--- config.mk ---
export PLATFORM = sky130hd
export DESIGN_NAME = oflow_match_top
export DESIGN_NICKNAME = d
export VERILOG_FILES = /design/src/source/oflow_core_pkg.sv /design/src/source/oflow_ctrl_pkg.sv /design/src/source/oflow_feature_mem.sv /design/src/source/oflow_similarity_metric.sv /design/src/source/oflow_calc_min.sv /design/src/source/oflow_match_ctrl.sv /design/src/source/oflow_cfg_regs.sv /design/src/source/oflow_match_top.sv
export SDC_FILE = /design/constraint.sdc
export NUM_CORES = 1
export LEC_CHECK = 0
export CAP_MARGIN = 25
export CORE_UTILIZATION = 55
export CTS_CLUSTER_SIZE = 28
export DETAILED_ROUTE_END_ITERATION = 8
export DONT_BUFFER_PORTS = 1
export GPL_TIMING_DRIVEN = 0
export PLACE_DENSITY_LB_ADDON = 0.2
export RECOVER_POWER = 50
export SETUP_SLACK_MARGIN = 0.2
export SYNTH_ARGS = -nofsm -noshare
export SYNTH_HDL_FRONTEND = slang
export SYNTH_SLANG_ARGS = --single-unit
--- constraint.sdc ---
create_clock -name clk -period 6.2 [get_ports clk]
set_clock_uncertainty 0.1 [all_clocks]
set_input_delay 1.24 -clock clk [delete_from_list [all_inputs] [get_ports clk]]
set_output_delay 1.24 -clock clk [all_outputs]
set_load 0.01 [all_outputs]
--- src/source/oflow_core_pkg.sv ---
// data path widths and types for the matching stage
// widths are fixed here, no module overrides them
package oflow_core_pkg;

	// ----------------------------------------
	// widths
	// ----------------------------------------
	localparam int SCORE_LEN = 10;                     // SAD score, max real sum 1020
	localparam int ID_LEN    = 3;                      // entry id, 8 entries
	localparam int ELEM_LEN  = 8;                      // one feature element
	localparam int NUM_ELEMS = 4;                      // elements per feature
	localparam int FEAT_LEN  = ELEM_LEN * NUM_ELEMS;   // packed feature, element 0 in low bits

	// ----------------------------------------
	// types
	// ----------------------------------------
	typedef logic [SCORE_LEN-1:0] score_t;
	typedef logic [ID_LEN-1:0]    id_t;
	typedef logic [FEAT_LEN-1:0]  feature_t;

	// all ones, above any real SAD, marks empty slots and cleared minima
	localparam score_t MAX_SCORE = '1;

endpackage

--- src/source/oflow_ctrl_pkg.sv ---
// control side definitions: host opcodes, controller states, entry count limits
// entry_count holds 1..8 only, the config block clamps anything else
package oflow_ctrl_pkg;

	localparam int NUM_ENTRIES = 8;    // feature memory depth
	localparam int COUNT_LEN   = 4;    // wide enough to hold 8

	typedef logic [COUNT_LEN-1:0] count_t;

	localparam count_t MIN_COUNT = count_t'(1);
	localparam count_t MAX_COUNT = count_t'(NUM_ENTRIES);

	// ----------------------------------------
	// host config opcodes
	// ----------------------------------------
	typedef enum logic [1:0] {
		OP_WRITE_FEAT = 2'd0,   // cfg_data -> entry cfg_addr
		OP_SET_QUERY  = 2'd1,   // cfg_data -> query
		OP_SET_COUNT  = 2'd2,   // cfg_data low bits -> entry_count
		OP_START      = 2'd3    // one cycle start pulse
	} cfg_op_t;

	// ----------------------------------------
	// match controller states
	// ----------------------------------------
	typedef enum logic [2:0] {
		ST_IDLE,
		ST_READ,        // pair address on the memory
		ST_SCORE,       // features out, metrics registering
		ST_MIN,         // calc_min merging the pair
		ST_WAIT_MIN,    // done_calc_min back
		ST_REQ,         // result_req high
		ST_RELEASE      // waiting for result_ack low
	} match_state_t;

endpackage

--- src/source/oflow_feature_mem.sv ---
// eight entry stored feature memory, one write port, two registered read ports
// read during write of the same entry returns the old data
`timescale 1ns/1ns

module oflow_feature_mem (
	input  logic                      clk,
	input  logic                      reset_N,
	input  logic                      we,
	input  oflow_core_pkg::id_t       waddr,
	input  oflow_core_pkg::feature_t  wdata,
	input  oflow_core_pkg::id_t       rd_addr_0,   // even slot
	input  oflow_core_pkg::id_t       rd_addr_1,   // odd slot
	output oflow_core_pkg::feature_t  rd_feat_0,
	output oflow_core_pkg::feature_t  rd_feat_1
);
	import oflow_core_pkg::*;
	import oflow_ctrl_pkg::*;

	feature_t mem [NUM_ENTRIES];   // no reset, host loads before a search

	// host write
	always_ff @(posedge clk) begin
		if (we) begin
			mem[waddr] <= wdata;
		end
	end

	// both reads registered, one cycle latency
	always_ff @(posedge clk or negedge reset_N) begin
		if (!reset_N) begin
			rd_feat_0 <= '0;
			rd_feat_1 <= '0;
		end else begin
			rd_feat_0 <= mem[rd_addr_0];
			rd_feat_1 <= mem[rd_addr_1];
		end
	end

endmodule

--- src/source/oflow_similarity_metric.sv ---
// sum of absolute differences over four 8-bit elements, registered
// an invalid slot scores MAX_SCORE so a real entry always beats it
`timescale 1ns/1ns

module oflow_similarity_metric (
	input  logic                      clk,
	input  logic                      reset_N,
	input  oflow_core_pkg::feature_t  query,
	input  oflow_core_pkg::feature_t  stored,
	input  logic                      slot_valid,
	input  oflow_core_pkg::id_t       id_in,
	output oflow_core_pkg::score_t    score,
	output oflow_core_pkg::id_t       id
);
	import oflow_core_pkg::*;

	score_t sad;

	always_comb begin
		logic [ELEM_LEN-1:0] q_e;
		logic [ELEM_LEN-1:0] s_e;
		logic [ELEM_LEN-1:0] diff;
		sad = '0;
		for (int i = 0; i < NUM_ELEMS; i++) begin
			q_e  = query[i*ELEM_LEN +: ELEM_LEN];
			s_e  = stored[i*ELEM_LEN +: ELEM_LEN];
			diff = (q_e > s_e) ? (q_e - s_e) : (s_e - q_e);   // |q - s|
			sad  = sad + score_t'(diff);                       // 4 x 255 fits in 10 bits
		end
	end

	// score and id stay aligned
	always_ff @(posedge clk or negedge reset_N) begin
		if (!reset_N) begin
			score <= MAX_SCORE;
			id    <= '0;
		end else begin
			score <= slot_valid ? sad : MAX_SCORE;
			id    <= id_in;
		end
	end

endmodule

--- src/source/oflow_calc_min.sv ---
// tracks the best and second best score across one search
// ties: stored minimum kept unless strictly beaten, even slot wins inside a pair
`timescale 1ns/1ns

module oflow_calc_min (
	input  logic                    clk,
	input  logic                    reset_N,
	input  logic                    start_score_calc,   // clears minima, once per search
	input  logic                    start_calc_min,     // one per pair
	output logic                    done_calc_min,
	input  oflow_core_pkg::score_t  score_0,
	input  oflow_core_pkg::score_t  score_1,
	input  oflow_core_pkg::id_t     id_0,
	input  oflow_core_pkg::id_t     id_1,
	output oflow_core_pkg::score_t  min_score_0,        // best
	output oflow_core_pkg::score_t  min_score_1,        // second best
	output oflow_core_pkg::id_t     min_id_0,
	output oflow_core_pkg::id_t     min_id_1
);
	import oflow_core_pkg::*;

	typedef enum logic {idle_st, calc_min_st} sm_type;

	sm_type current_state;
	sm_type next_state;

	score_t best_nxt, sec_nxt;
	id_t    best_id_nxt, sec_id_nxt;
	logic   lt0_best, lt1_best, lt0_sec, lt1_sec, s0_le_s1;

	// ----------------------------------------
	// compares against the stored pair
	// ----------------------------------------
	assign lt0_best = score_0 < min_score_0;
	assign lt1_best = score_1 < min_score_0;
	assign lt0_sec  = score_0 < min_score_1;
	assign lt1_sec  = score_1 < min_score_1;
	assign s0_le_s1 = score_0 <= score_1;   // even slot wins a tie

	always_comb begin
		next_state  = (current_state == idle_st && start_calc_min) ? calc_min_st : idle_st;
		best_nxt    = min_score_0;
		best_id_nxt = min_id_0;
		sec_nxt     = min_score_1;
		sec_id_nxt  = min_id_1;
		if (lt0_best && lt1_best) begin   // both new scores beat the best
			best_nxt    = s0_le_s1 ? score_0 : score_1;
			best_id_nxt = s0_le_s1 ? id_0 : id_1;
			sec_nxt     = s0_le_s1 ? score_1 : score_0;
			sec_id_nxt  = s0_le_s1 ? id_1 : id_0;
		end else if (lt0_best || lt1_best) begin
			// one new best, old best drops to second
			best_nxt    = lt0_best ? score_0 : score_1;
			best_id_nxt = lt0_best ? id_0 : id_1;
			sec_nxt     = min_score_0;
			sec_id_nxt  = min_id_0;
		end else if (lt0_sec && lt1_sec) begin
			sec_nxt     = s0_le_s1 ? score_0 : score_1;
			sec_id_nxt  = s0_le_s1 ? id_0 : id_1;
		end else if (lt0_sec || lt1_sec) begin
			sec_nxt     = lt0_sec ? score_0 : score_1;
			sec_id_nxt  = lt0_sec ? id_0 : id_1;
		end
	end

	// ----------------------------------------
	// state and done
	// ----------------------------------------
	always_ff @(posedge clk or negedge reset_N) begin
		if (!reset_N) begin
			current_state <= idle_st;
			done_calc_min <= 1'b0;
		end else begin
			current_state <= next_state;
			done_calc_min <= (current_state == calc_min_st);   // same edge as the update
		end
	end

	// minima, cleared at search start
	always_ff @(posedge clk or negedge reset_N) begin
		if (!reset_N) begin
			min_score_0 <= MAX_SCORE;
			min_score_1 <= MAX_SCORE;
			min_id_0    <= '0;
			min_id_1    <= '0;
		end else if (start_score_calc) begin
			min_score_0 <= MAX_SCORE;
			min_score_1 <= MAX_SCORE;
			min_id_0    <= '0;
			min_id_1    <= '0;
		end else if (current_state == calc_min_st) begin
			min_score_0 <= best_nxt;
			min_score_1 <= sec_nxt;
			min_id_0    <= best_id_nxt;
			min_id_1    <= sec_id_nxt;
		end
	end

	// controller must wait for done before the next pair
	a_no_start_while_calc: assert property (@(posedge clk) disable iff (!reset_N)
		start_calc_min |-> current_state == idle_st);

endmodule

--- src/source/oflow_match_ctrl.sv ---
// steps the stored entries two at a time, then offers the result on a four-phase port
// start is ignored until the previous result is released
`timescale 1ns/1ns

module oflow_match_ctrl (
	input  logic                    clk,
	input  logic                    reset_N,
	input  logic                    start,
	input  oflow_ctrl_pkg::count_t  entry_count,
	output oflow_core_pkg::id_t     rd_addr_0,
	output oflow_core_pkg::id_t     rd_addr_1,
	output logic                    slot_valid_1,
	output logic                    start_score_calc,
	output logic                    start_calc_min,
	input  logic                    done_calc_min,
	output logic                    result_req,
	input  logic                    result_ack
);
	import oflow_core_pkg::*;
	import oflow_ctrl_pkg::*;

	match_state_t state, state_nxt;

	logic [ID_LEN-2:0] pair_q;   // pair index, ids 2p and 2p+1
	count_t            next_even;
	logic              last_pair;

	// ----------------------------------------
	// pair addressing
	// ----------------------------------------
	assign rd_addr_0    = {pair_q, 1'b0};
	assign rd_addr_1    = {pair_q, 1'b1};
	assign slot_valid_1 = count_t'(rd_addr_1) < entry_count;   // odd slot past the end scores max
	assign next_even    = count_t'(rd_addr_0) + count_t'(2);
	assign last_pair    = next_even >= entry_count;

	// strobes decoded from state
	assign start_score_calc = (state == ST_IDLE) && start;
	assign start_calc_min   = (state == ST_SCORE);   // sampled on the edge the scores land
	assign result_req       = (state == ST_REQ);

	always_comb begin
		state_nxt = state;
		case (state)
			ST_IDLE:     if (start) state_nxt = ST_READ;
			ST_READ:     state_nxt = ST_SCORE;
			ST_SCORE:    state_nxt = ST_MIN;
			ST_MIN:      state_nxt = ST_WAIT_MIN;
			ST_WAIT_MIN: begin
				if (done_calc_min) begin
					state_nxt = last_pair ? ST_REQ : ST_READ;
				end
			end
			ST_REQ:      if (result_ack) state_nxt = ST_RELEASE;
			ST_RELEASE:  if (!result_ack) state_nxt = ST_IDLE;
			default:     state_nxt = ST_IDLE;
		endcase
	end

	always_ff @(posedge clk or negedge reset_N) begin
		if (!reset_N) begin
			state  <= ST_IDLE;
			pair_q <= '0;
		end else begin
			state <= state_nxt;
			if (start_score_calc) begin
				pair_q <= '0;                // new search from entry 0
			end else if (state == ST_WAIT_MIN && done_calc_min && !last_pair) begin
				pair_q <= pair_q + 1'b1;
			end
		end
	end

	// scoreboard acks only a result on offer
	a_ack_on_req: assert property (@(posedge clk) disable iff (!reset_N)
		$rose(result_ack) |-> result_req);

endmodule

--- src/source/oflow_cfg_regs.sv ---
// host config block, one four-phase command per req rise
// count 0 is taken as 1, counts above 8 as 8
`timescale 1ns/1ns

module oflow_cfg_regs (
	input  logic                      clk,
	input  logic                      reset_N,
	input  logic                      cfg_req,
	input  oflow_ctrl_pkg::cfg_op_t   cfg_op,
	input  oflow_core_pkg::id_t       cfg_addr,
	input  oflow_core_pkg::feature_t  cfg_data,
	output logic                      cfg_ack,
	output logic                      mem_we,
	output oflow_core_pkg::id_t       mem_waddr,
	output oflow_core_pkg::feature_t  mem_wdata,
	output oflow_core_pkg::feature_t  query,
	output oflow_ctrl_pkg::count_t    entry_count,
	output logic                      start
);
	import oflow_core_pkg::*;
	import oflow_ctrl_pkg::*;

	logic   req_rise;
	count_t req_count;
	count_t count_clamped;

	// ack follows req a cycle late, so req high with ack low is a new command
	assign req_rise  = cfg_req && !cfg_ack;
	assign req_count = cfg_data[COUNT_LEN-1:0];

	always_comb begin
		if (req_count < MIN_COUNT) count_clamped = MIN_COUNT;
		else if (req_count > MAX_COUNT) count_clamped = MAX_COUNT;
		else count_clamped = req_count;
	end

	// ----------------------------------------
	// control and config state
	// ----------------------------------------
	always_ff @(posedge clk or negedge reset_N) begin
		if (!reset_N) begin
			cfg_ack     <= 1'b0;
			mem_we      <= 1'b0;
			start       <= 1'b0;
			query       <= '0;
			entry_count <= MAX_COUNT;
		end else begin
			cfg_ack <= cfg_req;   // held while req stays high
			mem_we  <= 1'b0;      // pulses
			start   <= 1'b0;
			if (req_rise) begin
				case (cfg_op)
					OP_WRITE_FEAT: mem_we      <= 1'b1;
					OP_SET_QUERY:  query       <= cfg_data;
					OP_SET_COUNT:  entry_count <= count_clamped;
					OP_START:      start       <= 1'b1;
					default:       ;
				endcase
			end
		end
	end

	// write payload, lines up with mem_we
	always_ff @(posedge clk) begin
		if (req_rise && cfg_op == OP_WRITE_FEAT) begin
			mem_waddr <= cfg_addr;
			mem_wdata <= cfg_data;
		end
	end

	// host keeps req up until it has seen ack
	a_ack_needs_req: assert property (@(posedge clk) disable iff (!reset_N)
		$rose(cfg_ack) |-> cfg_req);

endmodule

--- src/source/oflow_match_top.sv ---
// matching stage top: config block, controller, feature memory, two metrics, min finder
// result valid only while result_req is high
`timescale 1ns/1ns

module oflow_match_top (
	input  logic                      clk,
	input  logic                      reset_N,
	input  logic                      cfg_req,
	input  oflow_ctrl_pkg::cfg_op_t   cfg_op,
	input  oflow_core_pkg::id_t       cfg_addr,
	input  oflow_core_pkg::feature_t  cfg_data,
	output logic                      cfg_ack,
	output logic                      result_req,
	input  logic                      result_ack,
	output oflow_core_pkg::score_t    min_score_0,
	output oflow_core_pkg::id_t       min_id_0,
	output oflow_core_pkg::score_t    min_score_1,
	output oflow_core_pkg::id_t       min_id_1
);
	import oflow_core_pkg::*;
	import oflow_ctrl_pkg::*;

	// ----------------------------------------
	// internal wires
	// ----------------------------------------
	logic     mem_we, start, slot_valid_1;
	id_t      mem_waddr, rd_addr_0, rd_addr_1, id_0, id_1;
	feature_t mem_wdata, query, rd_feat_0, rd_feat_1;
	count_t   entry_count;
	score_t   score_0, score_1;
	logic     start_score_calc, start_calc_min, done_calc_min;

	oflow_cfg_regs u_cfg_regs (
		.clk, .reset_N, .cfg_req, .cfg_op, .cfg_addr, .cfg_data, .cfg_ack,
		.mem_we, .mem_waddr, .mem_wdata, .query, .entry_count, .start
	);

	oflow_match_ctrl u_match_ctrl (
		.clk, .reset_N, .start, .entry_count, .rd_addr_0, .rd_addr_1, .slot_valid_1,
		.start_score_calc, .start_calc_min, .done_calc_min, .result_req, .result_ack
	);

	oflow_feature_mem u_feature_mem (
		.clk, .reset_N, .we(mem_we), .waddr(mem_waddr), .wdata(mem_wdata),
		.rd_addr_0, .rd_addr_1, .rd_feat_0, .rd_feat_1
	);

	// even slot always below entry_count
	oflow_similarity_metric u_metric_0 (
		.clk, .reset_N, .query, .stored(rd_feat_0), .slot_valid(1'b1),
		.id_in(rd_addr_0), .score(score_0), .id(id_0)
	);

	oflow_similarity_metric u_metric_1 (
		.clk, .reset_N, .query, .stored(rd_feat_1), .slot_valid(slot_valid_1),
		.id_in(rd_addr_1), .score(score_1), .id(id_1)
	);

	oflow_calc_min u_calc_min (
		.clk, .reset_N, .start_score_calc, .start_calc_min, .done_calc_min,
		.score_0, .score_1, .id_0, .id_1,
		.min_score_0, .min_score_1, .min_id_0, .min_id_1
	);

endmodule

After elaboration in Yosys (flattened, before gate mapping)
Memories as Yosys holds them, arrays and structs flattened. A register that Yosys moved wholly into a read port is not among the register bits. Index checks and enable logic that the tools add are counted.

Add/subtract/negate cells: 24. Multipliers: 0. Divide/modulo/power cells: 0. Order comparisons: 17. Equality and inequality tests: 13. Shift operators: 0. Mux-type cells: 54. Bitwise logic cells: 1. Reduce and logical (&&, ||, !) cells: 25.

Operators by type and width (number): 10-bit two-way mux (15); 8-bit subtractor (16); 8-bit > comparator (8); 8-bit two-way mux (8); 3-bit two-way mux (19); 10-bit by 8-bit adder with 10-bit output (4); 10-bit less-than comparator (4); 3-bit one-hot mux with 7 select lines (1); 8-bit by 8-bit adder with 9-bit output (2); 10-bit less-or-equal comparator (1); 3-bit equality test, second input constant (3); 1-bit logical AND (8); 4-bit two-way mux (2); 2-bit AND reduction (4); 1-bit two-way mux (7); 3-bit by 2-bit equality test with 1-bit output, second input constant (2); 5-bit nonzero test (1); 3-bit by 2-bit adder with 4-bit output, second input constant (1); 2-bit equality test, second input constant (2); 4-bit >= comparator (1); 4-bit > comparator, second input constant (1); 1-bit zero test (4); 3-bit by 4-bit less-than comparator with 1-bit output (1); 4-bit by 1-bit less-than comparator with 1-bit output, second input constant (1); 13 further kinds (18).

Register bits: 132. Bits in latches: 0. Bits in writable memories: 256. ROM bits: 0. Output and inout port bits: 28. Word-level logic and storage cells: 154. Memories kept: 1.

Memory list: u_feature_mem.mem (depth 8, width 32, rd ports 2, clocked after memory_dff 2, wr ports 1, line oflow_feature_mem.sv:19) `feature_t mem [NUM_ENTRIES];`.

Longest topological paths before layout
Depth in word-level cells: 8. Mapped depth: 25. Depth with buffers taken out: 24.

Modules after synthesis
Synthesis repeated with hierarchy kept, for this count alone.

Cell total of the unflattened synthesis: 1936. Area total of the unflattened synthesis: 27024.7 sq um.

Modules (own cells, without submodules): oflow_feature_mem (times used 1, cells an instance 561, area each 13500.4 sq um); oflow_similarity_metric (u_metric_1) (times used 1, cells an instance 449, area each 3834.9 sq um); oflow_similarity_metric (u_metric_0) (times used 1, cells an instance 469, area each 3826.2 sq um); oflow_calc_min (times used 1, cells an instance 278, area each 2717.6 sq um); oflow_cfg_regs (times used 1, cells an instance 126, area each 2672.6 sq um); oflow_match_ctrl (times used 1, cells an instance 52, area each 469.2 sq um); oflow_match_top (times used 1, cells an instance 1, area each 3.8 sq um).

Worst setup path before layout
Ideal clock, no wire load.

Path kind: reg-to-reg. Start: register u_cfg_regs.query[0]. End: register u_metric_1.score[8]. Library setup time: 82 ps. Arrival time: 4888 ps. Required time: 6018 ps. Path slack: 1130 ps. Stages on the path, launching flop included: 24. Clock period less this slack: 5070 ps. Cells stage by stage: dfrtp_1 > inv_1 > ha_1 > inv_1 > fa_1 > a21o_1 > a21o_1 > a211o_1 > buf_2 > nand2_1 > mux2_2 > ha_1 > a21o_1 > a21oi_1 > o21ai_0 > a21oi_1 > xnor2_1 > fa_1 > inv_1 > ha_1 > a21oi_1 > o21ai_0 > a21oi_1 > mux2_2.

Cells in the longest elaborated chain, start to end: 6. Elaborated cells on any way between the ends: 8.

RTL lines: start: declaration (line oflow_cfg_regs.sv:16) `output oflow_core_pkg::feature_t query,`; start signal: assignment (line oflow_cfg_regs.sv:54) `OP_SET_QUERY: query <= cfg_data;`; 8-bit subtractor / 8-bit > comparator (equally long branches) (line oflow_similarity_metric.sv:27) `diff = (q_e > s_e) ? (q_e - s_e) : (s_e - q_e);`; 8-bit two-way mux (*) (line oflow_similarity_metric.sv:27); 8-bit by 8-bit adder with 9-bit output (*) (line oflow_similarity_metric.sv:28) `sad = sad + score_t'(diff);`; 10-bit by 8-bit adder with 10-bit output (*) (2 in a row) (line oflow_similarity_metric.sv:28); 10-bit two-way mux (*) (line oflow_similarity_metric.sv:38) `score <= slot_valid ? sad : MAX_SCORE;`; end signal: assignment (line oflow_similarity_metric.sv:38); end: declaration (line oflow_similarity_metric.sv:12) `output oflow_core_pkg::score_t score,`.

Mark *: on every way between the ends. The rest lies on a longest branch, timed or not. A chain may end at the register's enable or synchronous reset.

Worst setup path in the final report
Same ends and word-level chain as after synthesis.

==> metrics.md <==
| Metric | Value |
|---|---|
| Synth unique cells | 78 |
| CP top delay family | compound AO/OA/AOI/OAI gates |
| Clock slew at reported path FFs | about 0.06 ns |
| # Max-Cap Violations | 1 |
| CP Capture Type | flip-flop |
| FFs w/ async S/R, synth | 35.3% |
| Compound-gate portion of the synthesized area | about 11% |
| Main combinational cell family by area after synthesis | adder cells |
| Worst slew pin tran | approximately 1.7 ns |
| Row cnt | between 70 and 80 |
| Critical R2R Launch | u_cfg_regs.query[0] |
| Mux cell area share after synthesis | a little under a tenth |
| Headroom to the max-slew limit | -14.1% |
| Fraction of layout cells with a size suffix above 1 | 13.4% |
| Num ports | 69 |
| Clock Latency Late Sink | between 0.5 and 0.6 ns |
| Top cell type by total area after synthesis | edfxtp_1 |
| DIE AREA | 44600 sq um |
| Warnings, synthesis | 0 |
| Pin count of the biggest net entering global routing | 160 |
| Post-Route Utilization | about three fifths |
| Violated checks | max-capacitance violations, max-slew violations |
| Max-slew violations | 14 |
| Share of the clock period used by the worst path | about nine tenths |
| Required @ worst endpoint | about 6.6 ns |
| Main area contributors after synthesis | edfxtp_1 (36%), dfrtp_1 (12%), ha_1 (11%) |
| DRC | 0 |
| Total CTS buffers | 46 |
| Endpoints failing hold | 0 |
| #FFs+latches synth | 450 |
| Cells on worst reg2reg path | 23 |
| Initial Util | ~56% |
| FMAX | ~0.18 GHz |
| CP endpoint | u_metric_1.score[8] |
| Startpoint types | flip-flop |
| RR Endpoint | u_metric_1.score[8] |
| HPWL after DPL | around 42000 microns |
| Initial antenna violation count | 0 |
| Adder-Cell Fraction of Synth Area | a little over an eighth |
| Vias in the first global route | between 15k and 20k |
| 1st-pass router iterations | 5 |
| Post-synth top area share | a little over a third |
| Most common cell on crit path | a21oi_1 |
| Via Count | 15.1k |
| Post-Synth Simple-Gate Area | between 6 and 7% |
| Post-synth EDFFs | approximately 290 |
| CP arrival | around 6.0 ns |
| Syn Nets | about 2.1k |
| Worst path cell trace | inv_1, ha_1, inv_1, fa_1, a21o_1, a21o_1, a211o_1, buf_2, nand2_1, mux2_2, ha_1, a21o_1, a21oi_1, xnor2_1, fa_1, inv_1, ha_1, a21oi_1, o21ai_0, a21oi_1, o21ai_0, a21oi_1, mux2_2 |
| Commonest cells in the synthesized netlist | edfxtp_1 (291), inv_1 (235), ha_1 (204) |
| Fin crit period | ~5.6 ns |
| TritonCTS clock tree | done |
| Main synth FF type | edfxtp_1 |
| Worst hold path class | input pin to async pin |
| CTS root buf | clkbuf_16 |
| Post-Route WL | 56200 microns |
| Drt wl/cell | roughly 22 microns |
| Critical-path top delay cell | fa_1 |
| Crit Path Category | flip-flop to flip-flop |
| Critical Path Fanout Max | 9 |
| Cells after Synth | roughly 1.8k |
| RSZ-0062 raised after global routing | no |
| Crit path largest cell delay | 0.55 ns |
| CTS resizes | 0 |
| Synthesis-to-layout area growth | 11.0% |
| Buf/Inv on CP | 4 |
| PortBufs | 0 |
| Tot GR Track Use | 26.0% |
| Width of the die | roughly 210 microns |
| Post-Syn Area | approximately 24000 sq um |
| Fillers | between 3k and 4k |
| # nets final | about 2.2k |
| Sink Count | 450 |
| Sequential fraction of the synthesis area | between 50% and 60% |
| DRT iter0 DRCs | about 1.0k |
| Dpl ws | approximately 0.61 ns |
| Mapped Avg Cell Area | 13.0 sq um |
| Final GP Congestion | 0.916 |
| Worst R2R Setup Slack | ~0.61 ns |
| Clock Path Buffers | 3 |
| Total Negative Setup Slacks | 0 ns |
| Die Span Y | 211 microns |
| H-tree depth | 2 |
| Worst path depth | 23 |
| Most instantiated library cell after synthesis | edfxtp_1 |
| Post-Synth XOR/XNOR Area | 2.15% |
| Core ar. | about 43000 sq um |
| Via/cell ratio | 5.94 |
| DRT antenna net count | 0 |
| Overflow after GRT | 0 |
| Setup bufs post-CTS | 0 |
| Critical Path Source | u_cfg_regs.query[0] |
| Hold buffer count at cts | 0 |
| Setup violations, final | 0 |
| Final WS setup | between 0.6 and 0.7 ns |
| Status | complete, but fails checks |
| First-pass GRT wire length | about 87000 microns |
-- layout make-up --
| type | count | area, sq um | share of cell area (%) |
|---|---|---|---|
| multi-input cells | 1115 | 10300 | 38.4 |
| diodes | 2 | 5.00 | 0.0187 |
| plain buffers | 45 | 191 | 0.717 |
| clock buffers | 67 | 1300 | 4.87 |
| flip-flops and latches | 450 | 12800 | 47.8 |
| clock inverters | 19 | 184 | 0.689 |
| well taps | 585 | 732 | 2.74 |
| inverters | 238 | 893 | 3.35 |
| repair buffers | 25 | 357 | 1.34 |
-- cell usage in the layout (no fill, tap or decap), types with 40 or more instances in the layout --
cell	n
edfxtp_1	291
inv_1	235
ha_1	204
dfrtp_1	118
nand2_1	75
o21ai_0	72
a21o_1	68
a21oi_1	64
mux4_2	64
mux2i_1	51
clkbuf_16	46
nor2_1	44
dfstp_2	41
xnor2_1	40
-- flip-flops by register name, summed over array words and instances (netlist names) --
name,flops
u_calc_min.min_id_0,3
u_metric_1.score,10
u_metric_0.id,1
u_calc_min.min_id_1,3
u_calc_min.min_score_0,10
u_calc_min.min_score_1,10
u_metric_1.id,2
u_feature_mem.rd_feat_0,32
u_feature_mem.rd_feat_1,32
u_cfg_regs.query,32
u_cfg_regs.start,1
u_cfg_regs.cfg_ack,1
u_calc_min.current_state,1
u_cfg_regs.mem_we,1
u_feature_mem.mem,256
u_cfg_regs.entry_count,4
u_cfg_regs.mem_waddr,3
u_cfg_regs.mem_wdata,32
u_metric_0.score,10
u_match_ctrl.pair_q,2
u_match_ctrl.state,3
u_calc_min.done_calc_min,1
-- cells by family after synthesis --
logic type / after synthesis
xor gates and xnor gates: 59
muxes: 139
AOI/OAI and AO/OA: 385
DFF: 450
and+or+nand+nor: 291
adders and majority gates: 240
other: 1
buffers and inverters: 283
-- worst min path at each step --
stage	startpoint	endpoint	slack [ns]	cells past startpoint
floorplan	u_match_ctrl.pair_q[0]	u_metric_1.id[1]	0.30	0
global placement	u_calc_min.current_state	u_calc_min.done_calc_min	0.36	0
detailed placement	u_calc_min.current_state	u_calc_min.done_calc_min	0.37	0
CTS	reset_N	u_feature_mem.rd_feat_0[5]	0.22	0
global route	reset_N	u_feature_mem.rd_feat_0[5]	0.23	0
finish	reset_N	u_feature_mem.rd_feat_0[5]	0.25	0
-- stage by stage --
stage               hold WS [ns]  instance area, sq um  cells
floorplan                  0.296                 24100   1848
global placement           0.360                 24800   2433
detailed placement         0.365                 25200   2456
CTS                        0.220                 26700   2542
global route               0.228                 26700   2544
finish                     0.249                 26700   2546
-- layer usage --
| layer | vias to the layer above | wire (microns) | GRT usage [%] |
|---|---|---|---|
| met5 | - | 0 | 0 |
| met2 | 418 | 26500 | 42.1 |
| met4 | 0 | 1190 | 7.42 |
| li1 | 6974 | - | - |
| met3 | 79 | 3420 | 4.13 |
| met1 | 7658 | 25100 | 36.4 |
Power is not shown: default switching activity piles up to over one toggle a cycle in this logic, so the estimate is an artifact.
